## src/rtl/lsu_dccm_pkg.sv

```systemverilog
// shared widths, address map and types; single-word DCCM accesses only, no unaligned spans
package lsu_dccm_pkg;

   localparam int DCCM_BITS        = 12;                    // 4 KiB of DCCM
   localparam int DCCM_REGION_BITS = 32 - DCCM_BITS;        // region tag above the offset
   localparam logic [31:0] DCCM_BASE = 32'hF004_0000;

   localparam int PIC_BITS = 15;                            // PIC register offset bits
   localparam logic [31:0] PIC_BASE = 32'hF00C_0000;

   localparam int DATA_WIDTH  = 32;
   localparam int ECC_WIDTH   = 7;
   localparam int FDATA_WIDTH = DATA_WIDTH + ECC_WIDTH;     // check bits sit on top

   localparam int BYTE_WIDTH = 4;                           // bytes per word
   localparam int WIDTH_BITS = 2;                           // byte offset within a word
   localparam int BANK_BITS  = 2;                           // bank select above the offset

   typedef logic [31:0]               addr_t;
   typedef logic [DCCM_BITS-1:0]      dccm_addr_t;
   typedef logic [DATA_WIDTH-1:0]     data_t;
   typedef logic [ECC_WIDTH-1:0]      ecc_t;
   typedef logic [FDATA_WIDTH-1:0]    fdata_t;
   typedef logic [BYTE_WIDTH-1:0]     byteen_t;
   typedef logic [1:0]                size_t;
   typedef logic [2:0]                dma_tag_t;
   typedef logic [BANK_BITS-1:0]      bank_t;

   // access size codes
   localparam size_t SIZE_BYTE = 2'b00;
   localparam size_t SIZE_HALF = 2'b01;
   localparam size_t SIZE_WORD = 2'b10;

endpackage
```

## src/rtl/lsu_stage_if.sv

```systemverilog
// stage packet and ECC write-back bundles; both are driven by exactly one module each
`timescale 1ns/1ps

interface lsu_stage_if;
   logic                valid;
   logic                load;
   logic                store;
   logic                dma;
   lsu_dccm_pkg::size_t size;
   lsu_dccm_pkg::addr_t addr;
   logic                in_dccm;                            // decoded in D, carried down
   logic                in_pic;

   modport src (output valid, load, store, dma, size, addr, in_dccm, in_pic);
   modport dst (input  valid, load, store, dma, size, addr, in_dccm, in_pic);
endinterface

interface ecc_wb_if;
   logic                     pending;                       // write-back due this cycle
   lsu_dccm_pkg::dccm_addr_t addr;
   lsu_dccm_pkg::data_t      data;
   lsu_dccm_pkg::ecc_t       ecc;

   modport src (output pending, addr, data, ecc);
   modport dst (input  pending, addr, data, ecc);
endinterface

```

## src/rtl/lsu_dccm_ctl.sv

```systemverilog
// DCCM/PIC port controller top; ECC decode is external and load data is final in M
`timescale 1ns/1ps

module lsu_dccm_ctl (
   input  logic                     clk,
   input  logic                     rst,
   input  logic                     d_valid,
   input  logic                     d_load,
   input  logic                     d_store,
   input  logic                     d_dma,
   input  lsu_dccm_pkg::size_t      d_size,
   input  lsu_dccm_pkg::addr_t      d_addr,
   input  lsu_dccm_pkg::data_t      store_data_m,
   input  logic                     commit_r,
   input  logic                     stbuf_req,
   input  lsu_dccm_pkg::dccm_addr_t stbuf_addr,
   input  lsu_dccm_pkg::data_t      stbuf_data,
   input  lsu_dccm_pkg::ecc_t       stbuf_ecc,
   input  lsu_dccm_pkg::data_t      stbuf_fwddata_m,
   input  lsu_dccm_pkg::byteen_t    stbuf_fwdbyteen_m,
   output logic                     stbuf_commit,
   input  lsu_dccm_pkg::data_t      sec_data_m,
   input  logic                     double_ecc_error_m,
   input  logic                     single_ecc_error_r,
   input  logic                     double_ecc_error_r,
   input  logic                     raw_fwd_r,
   input  lsu_dccm_pkg::data_t      sec_data_r,
   input  lsu_dccm_pkg::ecc_t       sec_ecc_r,
   output logic                     ld_single_ecc_error_r,
   output lsu_dccm_pkg::data_t      ld_data_m,
   output lsu_dccm_pkg::data_t      ld_data_r,
   output logic                     ld_valid_r,
   input  logic                     dma_dccm_wen,
   input  logic                     dma_pic_wen,
   input  lsu_dccm_pkg::addr_t      dma_addr,
   input  lsu_dccm_pkg::data_t      dma_wdata,
   input  lsu_dccm_pkg::ecc_t       dma_wecc,
   input  lsu_dccm_pkg::dma_tag_t   dma_tag_m,
   output logic                     dma_rvalid,
   output logic                     dma_ecc_error,
   output lsu_dccm_pkg::dma_tag_t   dma_rtag,
   output lsu_dccm_pkg::data_t      dma_rdata,
   output logic                     dccm_rden,
   output logic                     dccm_wren,
   output lsu_dccm_pkg::dccm_addr_t dccm_rd_addr,
   output lsu_dccm_pkg::dccm_addr_t dccm_wr_addr,
   output lsu_dccm_pkg::fdata_t     dccm_wr_data,
   input  lsu_dccm_pkg::fdata_t     dccm_rd_data,           // valid in M
   output logic                     picm_rden,
   output logic                     picm_mken,
   output logic                     picm_wren,
   output lsu_dccm_pkg::addr_t      picm_rdaddr,
   output lsu_dccm_pkg::addr_t      picm_wraddr,
   output lsu_dccm_pkg::data_t      picm_wr_data,
   input  lsu_dccm_pkg::data_t      picm_rd_data
);

   lsu_dccm_pkg::data_t store_data_r;

   lsu_stage_if stage_d ();
   lsu_stage_if stage_m ();
   lsu_stage_if stage_r ();
   ecc_wb_if    ecc_wb ();

   lsu_pipe_regs lsu_pipe_regs_inst (
      .clk, .rst, .d_valid, .d_load, .d_store, .d_dma, .d_size, .d_addr,
      .store_data_m, .store_data_r,
      .stage_d (stage_d.src), .stage_m (stage_m.src), .stage_r (stage_r.src)
   );

   ecc_corr_regs ecc_corr_regs_inst (
      .clk, .rst, .stage_r (stage_r.dst), .commit_r, .single_ecc_error_r,
      .double_ecc_error_r, .raw_fwd_r, .sec_data_r, .sec_ecc_r,
      .ld_single_ecc_error_r, .wb (ecc_wb.src)
   );

   dccm_port_arb dccm_port_arb_inst (
      .stage_d (stage_d.dst), .wb (ecc_wb.dst), .dma_dccm_wen, .stbuf_req,
      .dma_wdata, .dma_wecc, .stbuf_addr, .stbuf_data, .stbuf_ecc,
      .stbuf_commit, .dccm_rden, .dccm_wren, .dccm_rd_addr, .dccm_wr_addr, .dccm_wr_data
   );

   load_data_merge load_data_merge_inst (
      .clk, .rst, .stage_m (stage_m.dst), .dccm_rd_data, .sec_data_m,
      .stbuf_fwddata_m, .stbuf_fwdbyteen_m, .picm_rd_data, .double_ecc_error_m, .dma_tag_m,
      .ld_data_m, .ld_data_r, .ld_valid_r,
      .dma_rvalid, .dma_ecc_error, .dma_rtag, .dma_rdata
   );

   pic_access pic_access_inst (
      .stage_d (stage_d.dst), .stage_r (stage_r.dst), .commit_r, .dma_pic_wen,
      .dma_addr, .dma_wdata, .store_data_r,
      .picm_rden, .picm_mken, .picm_wren, .picm_rdaddr, .picm_wraddr, .picm_wr_data
   );

endmodule

```

## src/rtl/pic_access.sv

```systemverilog
// PIC strobes and addresses; PIC registers are 32-bit, low address bits pass through unchanged
`timescale 1ns/1ps

module pic_access (
   lsu_stage_if.dst            stage_d,
   lsu_stage_if.dst            stage_r,
   input  logic                commit_r,
   input  logic                dma_pic_wen,
   input  lsu_dccm_pkg::addr_t dma_addr,
   input  lsu_dccm_pkg::data_t dma_wdata,
   input  lsu_dccm_pkg::data_t store_data_r,
   output logic                picm_rden,
   output logic                picm_mken,
   output logic                picm_wren,
   output lsu_dccm_pkg::addr_t picm_rdaddr,
   output lsu_dccm_pkg::addr_t picm_wraddr,
   output lsu_dccm_pkg::data_t picm_wr_data
);

   logic [lsu_dccm_pkg::PIC_BITS-1:0] wr_offset;

   assign picm_rden = stage_d.valid & stage_d.load  & stage_d.in_pic;
   assign picm_mken = stage_d.valid & stage_d.store & stage_d.in_pic;   // stores fetch the mask
   assign picm_wren = (stage_r.valid & stage_r.store & stage_r.in_pic & commit_r) | dma_pic_wen;

   assign picm_rdaddr = lsu_dccm_pkg::PIC_BASE |
                        lsu_dccm_pkg::addr_t'(stage_d.addr[lsu_dccm_pkg::PIC_BITS-1:0]);

   // DMA takes the write port over a committing store
   assign wr_offset    = dma_pic_wen ? dma_addr[lsu_dccm_pkg::PIC_BITS-1:0] :
                                       stage_r.addr[lsu_dccm_pkg::PIC_BITS-1:0];
   assign picm_wraddr  = lsu_dccm_pkg::PIC_BASE | lsu_dccm_pkg::addr_t'(wr_offset);
   assign picm_wr_data = dma_pic_wen ? dma_wdata : store_data_r;

endmodule

```

## src/rtl/load_data_merge.sv

```systemverilog
// M-stage load merge and DMA return; one word per access, no cross-word spans
`timescale 1ns/1ps

module load_data_merge (
   input  logic                    clk,
   input  logic                    rst,
   lsu_stage_if.dst                stage_m,
   input  lsu_dccm_pkg::fdata_t    dccm_rd_data,
   input  lsu_dccm_pkg::data_t     sec_data_m,
   input  lsu_dccm_pkg::data_t     stbuf_fwddata_m,
   input  lsu_dccm_pkg::byteen_t   stbuf_fwdbyteen_m,
   input  lsu_dccm_pkg::data_t     picm_rd_data,
   input  logic                    double_ecc_error_m,
   input  lsu_dccm_pkg::dma_tag_t  dma_tag_m,
   output lsu_dccm_pkg::data_t     ld_data_m,
   output lsu_dccm_pkg::data_t     ld_data_r,
   output logic                    ld_valid_r,
   output logic                    dma_rvalid,
   output logic                    dma_ecc_error,
   output lsu_dccm_pkg::dma_tag_t  dma_rtag,
   output lsu_dccm_pkg::data_t     dma_rdata
);

   lsu_dccm_pkg::data_t raw_word;                           // merge over raw DCCM bits
   lsu_dccm_pkg::data_t corr_word;                          // merge over corrected bits
   lsu_dccm_pkg::data_t ld_corr_m;
   logic [4:0]          shamt;
   logic                ld_mem_m;

   always_comb begin
      for (int i = 0; i < lsu_dccm_pkg::BYTE_WIDTH; i++) begin
         if (stbuf_fwdbyteen_m[i]) begin
            raw_word[8*i +: 8]  = stbuf_fwddata_m[8*i +: 8];   // younger store wins
            corr_word[8*i +: 8] = stbuf_fwddata_m[8*i +: 8];
         end else if (stage_m.in_pic) begin
            raw_word[8*i +: 8]  = picm_rd_data[8*i +: 8];
            corr_word[8*i +: 8] = picm_rd_data[8*i +: 8];
         end else if (stage_m.in_dccm) begin
            raw_word[8*i +: 8]  = dccm_rd_data[8*i +: 8];
            corr_word[8*i +: 8] = sec_data_m[8*i +: 8];
         end else begin
            raw_word[8*i +: 8]  = 8'h00;
            corr_word[8*i +: 8] = 8'h00;
         end
      end
   end

   assign shamt     = {stage_m.addr[lsu_dccm_pkg::WIDTH_BITS-1:0], 3'b000};
   assign ld_data_m = raw_word >> shamt;                    // right justified, zero fill
   assign ld_corr_m = corr_word >> shamt;
   assign ld_mem_m  = stage_m.valid & stage_m.load & (stage_m.in_pic | stage_m.in_dccm);

   always_ff @(posedge clk) begin
      if (rst) begin
         ld_valid_r <= 1'b0;
      end else begin
         ld_valid_r <= ld_mem_m;
      end
   end

   always_ff @(posedge clk) begin
      if (ld_mem_m) begin
         ld_data_r <= ld_corr_m;
      end
   end

   // DMA gets the whole corrected word back in M
   assign dma_rvalid    = stage_m.valid & stage_m.load & stage_m.dma;
   assign dma_ecc_error = double_ecc_error_m;
   assign dma_rtag      = dma_tag_m;
   assign dma_rdata     = corr_word;

endmodule

```

## src/rtl/dccm_port_arb.sv

```systemverilog
// DCCM read enable and single write port arbiter; write priority is ECC fix, DMA, store buffer
`timescale 1ns/1ps

module dccm_port_arb (
   lsu_stage_if.dst                 stage_d,
   ecc_wb_if.dst                    wb,
   input  logic                     dma_dccm_wen,
   input  logic                     stbuf_req,
   input  lsu_dccm_pkg::data_t      dma_wdata,
   input  lsu_dccm_pkg::ecc_t       dma_wecc,
   input  lsu_dccm_pkg::dccm_addr_t stbuf_addr,
   input  lsu_dccm_pkg::data_t      stbuf_data,
   input  lsu_dccm_pkg::ecc_t       stbuf_ecc,
   output logic                     stbuf_commit,
   output logic                     dccm_rden,
   output logic                     dccm_wren,
   output lsu_dccm_pkg::dccm_addr_t dccm_rd_addr,
   output lsu_dccm_pkg::dccm_addr_t dccm_wr_addr,
   output lsu_dccm_pkg::fdata_t     dccm_wr_data
);

   logic                store_rmw_d;                        // store needs old word for ECC
   logic                bank_hit;
   lsu_dccm_pkg::bank_t rd_bank;
   lsu_dccm_pkg::bank_t sb_bank;

   // an aligned word store rewrites every byte, so no read is needed
   assign store_rmw_d = stage_d.store &
                        ((stage_d.size != lsu_dccm_pkg::SIZE_WORD) |
                         (stage_d.addr[lsu_dccm_pkg::WIDTH_BITS-1:0] != '0));

   assign dccm_rden    = stage_d.valid & stage_d.in_dccm & (stage_d.load | store_rmw_d);
   assign dccm_rd_addr = stage_d.addr[lsu_dccm_pkg::DCCM_BITS-1:0];

   assign rd_bank  = stage_d.addr[lsu_dccm_pkg::WIDTH_BITS +: lsu_dccm_pkg::BANK_BITS];
   assign sb_bank  = stbuf_addr[lsu_dccm_pkg::WIDTH_BITS +: lsu_dccm_pkg::BANK_BITS];
   assign bank_hit = dccm_rden & (rd_bank == sb_bank);

   // commit may share the cycle with a read only when the banks differ
   assign stbuf_commit = stbuf_req & ~dma_dccm_wen & ~wb.pending & ~bank_hit;

   assign dccm_wren = wb.pending | dma_dccm_wen | stbuf_commit;

   always_comb begin
      if (wb.pending) begin
         dccm_wr_addr = wb.addr;
         dccm_wr_data = {wb.ecc, wb.data};
      end else if (dma_dccm_wen) begin
         dccm_wr_addr = stage_d.addr[lsu_dccm_pkg::DCCM_BITS-1:0];  // DMA writes from D
         dccm_wr_data = {dma_wecc, dma_wdata};
      end else begin
         dccm_wr_addr = stbuf_addr;
         dccm_wr_data = {stbuf_ecc, stbuf_data};
      end
   end

endmodule

```

## src/rtl/ecc_corr_regs.sv

```systemverilog
// single-bit ECC error capture in R; corrected word is written back one cycle later, once
`timescale 1ns/1ps

module ecc_corr_regs (
   input  logic               clk,
   input  logic               rst,
   lsu_stage_if.dst           stage_r,
   input  logic               commit_r,
   input  logic               single_ecc_error_r,
   input  logic               double_ecc_error_r,
   input  logic               raw_fwd_r,
   input  lsu_dccm_pkg::data_t sec_data_r,
   input  lsu_dccm_pkg::ecc_t  sec_ecc_r,
   output logic               ld_single_ecc_error_r,
   ecc_wb_if.src              wb
);

   logic wb_req_r;                                          // error worth fixing in memory

   // forwarded bytes did not come from memory, so a flag there means nothing
   assign ld_single_ecc_error_r = stage_r.valid & stage_r.load & single_ecc_error_r &
                                  ~raw_fwd_r & ~double_ecc_error_r;

   // speculative core loads that do not commit leave memory alone
   assign wb_req_r = ld_single_ecc_error_r & (commit_r | stage_r.dma);

   always_ff @(posedge clk) begin
      if (rst) begin
         wb.pending <= 1'b0;
      end else begin
         wb.pending <= wb_req_r;                            // high for the one write cycle
      end
   end

   always_ff @(posedge clk) begin
      if (wb_req_r) begin
         wb.addr <= stage_r.addr[lsu_dccm_pkg::DCCM_BITS-1:0];
         wb.data <= sec_data_r;
         wb.ecc  <= sec_ecc_r;
      end
   end

endmodule

```

## src/rtl/lsu_pipe_regs.sv

```systemverilog
// D->M->R packet pipeline with region decode in D; never stalls, only valids are reset
`timescale 1ns/1ps

module lsu_pipe_regs (
   input  logic                clk,
   input  logic                rst,
   input  logic                d_valid,
   input  logic                d_load,
   input  logic                d_store,
   input  logic                d_dma,
   input  lsu_dccm_pkg::size_t d_size,
   input  lsu_dccm_pkg::addr_t d_addr,
   input  lsu_dccm_pkg::data_t store_data_m,
   output lsu_dccm_pkg::data_t store_data_r,
   lsu_stage_if.src            stage_d,
   lsu_stage_if.src            stage_m,
   lsu_stage_if.src            stage_r
);

   assign stage_d.valid = d_valid;
   assign stage_d.load  = d_load;
   assign stage_d.store = d_store;
   assign stage_d.dma   = d_dma;
   assign stage_d.size  = d_size;
   assign stage_d.addr  = d_addr;

   // region match on the bits above each window's offset
   assign stage_d.in_dccm = d_addr[lsu_dccm_pkg::DCCM_BITS +: lsu_dccm_pkg::DCCM_REGION_BITS] ==
                            lsu_dccm_pkg::DCCM_BASE[31:lsu_dccm_pkg::DCCM_BITS];
   assign stage_d.in_pic  = d_addr[31:lsu_dccm_pkg::PIC_BITS] ==
                            lsu_dccm_pkg::PIC_BASE[31:lsu_dccm_pkg::PIC_BITS];

   always_ff @(posedge clk) begin
      if (rst) begin
         stage_m.valid <= 1'b0;
         stage_r.valid <= 1'b0;
      end else begin
         stage_m.valid <= stage_d.valid;
         stage_r.valid <= stage_m.valid;
      end
   end

   // packet payload follows its valid one stage at a time
   always_ff @(posedge clk) begin
      stage_m.load    <= stage_d.load;
      stage_m.store   <= stage_d.store;
      stage_m.dma     <= stage_d.dma;
      stage_m.size    <= stage_d.size;
      stage_m.addr    <= stage_d.addr;
      stage_m.in_dccm <= stage_d.in_dccm;
      stage_m.in_pic  <= stage_d.in_pic;
      stage_r.load    <= stage_m.load;
      stage_r.store   <= stage_m.store;
      stage_r.dma     <= stage_m.dma;
      stage_r.size    <= stage_m.size;
      stage_r.addr    <= stage_m.addr;
      stage_r.in_dccm <= stage_m.in_dccm;
      stage_r.in_pic  <= stage_m.in_pic;
      store_data_r    <= store_data_m;                      // store data joins in M
   end

endmodule

```

## config.mk

```make
export PLATFORM = sky130hd
export DESIGN_NAME = lsu_dccm_ctl
export DESIGN_NICKNAME = d
export VERILOG_FILES = /design/src/rtl/lsu_dccm_pkg.sv /design/src/rtl/lsu_stage_if.sv /design/src/rtl/lsu_dccm_ctl.sv /design/src/rtl/pic_access.sv /design/src/rtl/load_data_merge.sv /design/src/rtl/dccm_port_arb.sv /design/src/rtl/ecc_corr_regs.sv /design/src/rtl/lsu_pipe_regs.sv
export SDC_FILE = /design/constraint.sdc
export NUM_CORES = 1
export LEC_CHECK = 0
export BUFFER_PORTS_ARGS = -buffer_cell sky130_fd_sc_hd__buf_2
export CAP_MARGIN = 20
export CELL_PAD_IN_SITES_DETAIL_PLACEMENT = 0
export CELL_PAD_IN_SITES_GLOBAL_PLACEMENT = 1
export CORE_AREA = 5 5 251 253
export CTS_CLUSTER_DIAMETER = 200
export CTS_CLUSTER_SIZE = 12
export DETAILED_ROUTE_END_ITERATION = 12
export DIE_AREA = 0 0 256 258
export GPL_ROUTABILITY_DRIVEN = 0
export MAX_ROUTING_LAYER = met4
export PLACE_DENSITY_LB_ADDON = 0.1
export RECOVER_POWER = 50
export SLEW_MARGIN = 0
export SYNTH_ARGS = -nofsm -noshare
export SYNTH_HDL_FRONTEND = slang
export SYNTH_SLANG_ARGS = --single-unit
```

## constraint.sdc

```tcl
create_clock -name clk -period 2.6 [get_ports clk]
set_clock_uncertainty 0.05 [all_clocks]
set_input_delay 0.65 -clock clk [delete_from_list [all_inputs] [get_ports clk]]
set_output_delay 0.65 -clock clk [all_outputs]
set_load 0.005 [all_outputs]
```

==> summary.md <==
| Metric | Value |
|---|---|
| Total GRT Usage | 14.61% |
| Die area | ~66,000 µm² |
| Die Width | around 260 µm |
| Share of power burned in combinational logic | around a fifth |
| Layout cells sized above 1 | about three fifths |
| Status | complete, but fails checks |
| Inserted Clock Buffers | 17 |
| Clk pwr share | about two fifths |
| Core region area | between 60,000 and 70,000 µm² |
| Vias | 8,835 |
| Share of the synthesized area in the top cell type | between 20% and 30% |
| Least-Margin Pin Slew | 0.5627 ns |
| VDD IR max | around 0.00046 V |
| Post-cts hold buffer count | 0 |
| Delay-heaviest family, CP | buffers and inverters |
| Max-capacitance violation count | 0 |
| Pint | around 4.7 mW |
| Pins over their slew limit | 0 |
| EDFF count, synth | just over 80 |
| Unrepaired setup endpoints after global routing | yes |
| CTS sink cnt | about 160 |
| Synth Warn # | 0 |
| Netlist cell types | 44 |
| Worst EP required | approximately 1.9 ns |
| Main synth FF type | edfxtp_1 |
| DRC viols | 0 |
| CP startpoint kind | register |
| Final wirelength | between 40,000 and 50,000 µm |
| Seq cells post-synth | roughly 160 |
| Pwr/cell area | 465.7 nW/µm² |
| Psw | about 1.9 mW |
| Clk_lat worst skew | around 0.46 ns |
| Area grow syn2layout | 65.44% |
| Yosys top cell by area | edfxtp_1 |
| Pin count of the biggest net entering global routing | 53 |
| Critical path cell sequence | buf_12 -> buf_8 -> a21oi_4 -> a21bo_4 -> a22oi_2 -> buf_4 -> a21oi_1 -> buf_2 |
| Reg power frac | approximately two fifths |
| DR WL/cell | ~21 µm |
| Most frequent cell after synthesis | edfxtp_1 |
| First-pass GRT wire length | approximately 69,000 µm |
| H-tree Lvls | 4 |
| Drt first pass iters | 7 |
| CP Data Arrival Time | 2.04 ns |
| Drt via density | just under 4 |
| Bufs and invs on worst path | 4 |
| Die height | about 260 µm |
| Fill count | 6,839 |
| Critical path's largest stage delay | around 0.40 ns |
| Switching Fraction | around 28% |
| CP max stage cell | dfxtp_4 |
| Achievable Freq | between 300 and 400 MHz |
| Pre-CTS WS | -0.4240 ns |
| Post-synth ARST share | 0% |
| Worst-path maximum fanout | 10 |
| CTS tree | yes |
| Worst Slack Setup Final | -0.1405 ns |
| Post-synthesis sequential area ratio | ~47% |
| Final Util | between 20% and 30% |
| # port buffers | roughly 580 |
| Syn_area_per_cell | slightly above 10 µm² |
| Slew Limit Headroom | about 62% |
| Final Critical Period | ~2.7 ns |
| Antenna Nets Post-Route | 0 |
| # rows | 91 |
| Final Setup Violations | 24 |
| Top cells by area, synth | edfxtp_1 29%, dfxtp_1 18%, mux2i_1 8.4% |
| Most frequent cells after synthesis | 83 x edfxtp_1, 75 x dfxtp_1, 74 x nand2_1 |
| Ratio of final minimum period to clock period | 105.4% |
| Vias in the first global route | just under 10,000 |
| Boundary Pins | 651 |
| Post-layout net count | approximately 1,800 |
| Multi-input combinational cell area | 4514 µm² |
| Initial core utilization | around 14% |
| Hold Crit Class | primary input to register |
| CP Capture Type | output pin |
| DP HPWL | 39,450 µm |
| Cell area after synthesis | 8573 µm² |
| Post-Syn Instances | 835 |
| Final Hold Fails | 0 |
| Crit Path Category | register to output pin |
| Bufs on Longest Clock Path | 2 |
| Sequential standard cell area | about 4000 µm² |
| Worst-path clk slew | around 0.070 ns |
| P_leak | just over 6 nW |
| Grt ovf | 0 |
| Failing checks | negative setup slack |
| CTS root buf | clkbuf_16 |
| Initial antenna violation count | 14 |
| DR iter-0 viols | between 200 and 300 |
-- final timing paths --
| kind | start | endpoint | slack [ns] | cells after the start |
|---|---|---|---|---|
| max | lsu_pipe_regs_inst.stage_m.in_pic | ld_data_m[5] | -0.14 | 8 |
| min | store_data_m[28] | lsu_pipe_regs_inst.store_data_r[28] | 0.22 | 1 |
| max reg2reg | lsu_pipe_regs_inst.stage_m.in_pic | load_data_merge_inst.ld_data_r[2] | 0.54 | 7 |
| min reg2reg | lsu_pipe_regs_inst.stage_m.addr[3] | lsu_pipe_regs_inst.stage_r.addr[3] | 0.28 | 0 |
-- registers in the layout (all words and copies together), names as in the netlist, 7 cells and up --
register                         count
ecc_corr_regs_inst.wb.data          32
load_data_merge_inst.ld_data_r      32
ecc_corr_regs_inst.wb.ecc            7
lsu_pipe_regs_inst.stage_m.addr     15
lsu_pipe_regs_inst.stage_r.addr     15
lsu_pipe_regs_inst.store_data_r     32
ecc_corr_regs_inst.wb.addr          12
-- power groups by stage --
stage | Sequential [mW] | Combinational, mW | Clock [mW]
2_1_floorplan | 2.75 | 0.548 | 0
5_1_grt | 2.72 | 1.46 | 2.82
6_report | 2.71 | 1.33 | 2.56
3_5_place_dp | 2.77 | 1.26 | 0
3_3_place_gp | 2.77 | 1.27 | 0
4_1_cts | 2.71 | 1.33 | 2.72
-- kinds of logic after synthesis --
kind of cell | share of synthesized area (%)
flip-flops | 46.58
XOR/XNOR | 0.2044
multiplexers | 16.68
AND/OR/NAND/NOR | 14.03
AO/OA/AOI/OAI | 13.59
other | 0.08760
buffers and inverters | 8.830
-- final cells by class --
class                      count  area share (%)
antenna                       14          0.2470
sequential                   158           28.26
tap                          790           6.969
multi-input combinational    584           31.83
clock inverter                14          0.9351
timing repair buffer         698           28.59
clock buffer                  18           3.176
-- routing by layer --
metal / global-route usage, % / share of wire, % / vias up
li1: - / - / 4209
met1: 15.60 / 39 / 4179
met4: 2.984 / 1.2 / 0
met5: - / 0 / -
met2: 24.89 / 50 / 411
met3: 7.039 / 9.4 / 36
-- per-stage QoR --
step                setup TNS [ns]  instance area (µm²)  instances  power (mW)  hold WS, ns
global route                -6.119                14180       2274       7.000       0.1632
global placement            -2.094                12670       2204       4.038       0.2603
floorplan                        0                 8695        867       3.298       0.2596
detailed placement          -2.234                12670       2204       4.032       0.2621
finish                      -1.954                14180       2276       6.605       0.2234
CTS                         -4.923                13850       2249       6.755       0.1606
-- placed cells by master, fill, tap and decap left out, drive strengths merged, types with 4 or more instances in the layout --
master / synthesis / final
mux2: 47 / 47
a221oi: 16 / 16
a21oi: 68 / 68
nand2b: 4 / 4
nand2: 74 / 74
conb: 2 / 34
a22oi: 5 / 5
mux4: 8 / 8
o21ai: 64 / 64
nor2: 49 / 49
a21bo: 5 / 5
edfxtp: 83 / 83
nor2b: 50 / 50
mux2i: 72 / 72
diode: 0 / 14
inv: 0 / 4
clkbuf: 28 / 38
a21boi: 9 / 9
clkinv: 0 / 8
nand3b: 37 / 37
buf: 97 / 678
a221o: 8 / 8
dfxtp: 75 / 75
-- worst reg2reg max path, cell delays in order, from the launching register on --
cell and delay (ns):
dfxtp_4 0.44, nor2b_4 0.08, buf_12 0.15, buf_6 0.14, a221oi_4 0.29, nor2_4 0.08, buf_4 0.14, mux4_2 0.45
-- timing repair --
action / CTS / global route
pin swaps: 19 / 26
setup endpoints to repair: 52 / 52
gates resized for setup: 99 / 52
buffers inserted: 10 / 13
gates cloned: 3 / 1
(Power assumes the default switching activity.)
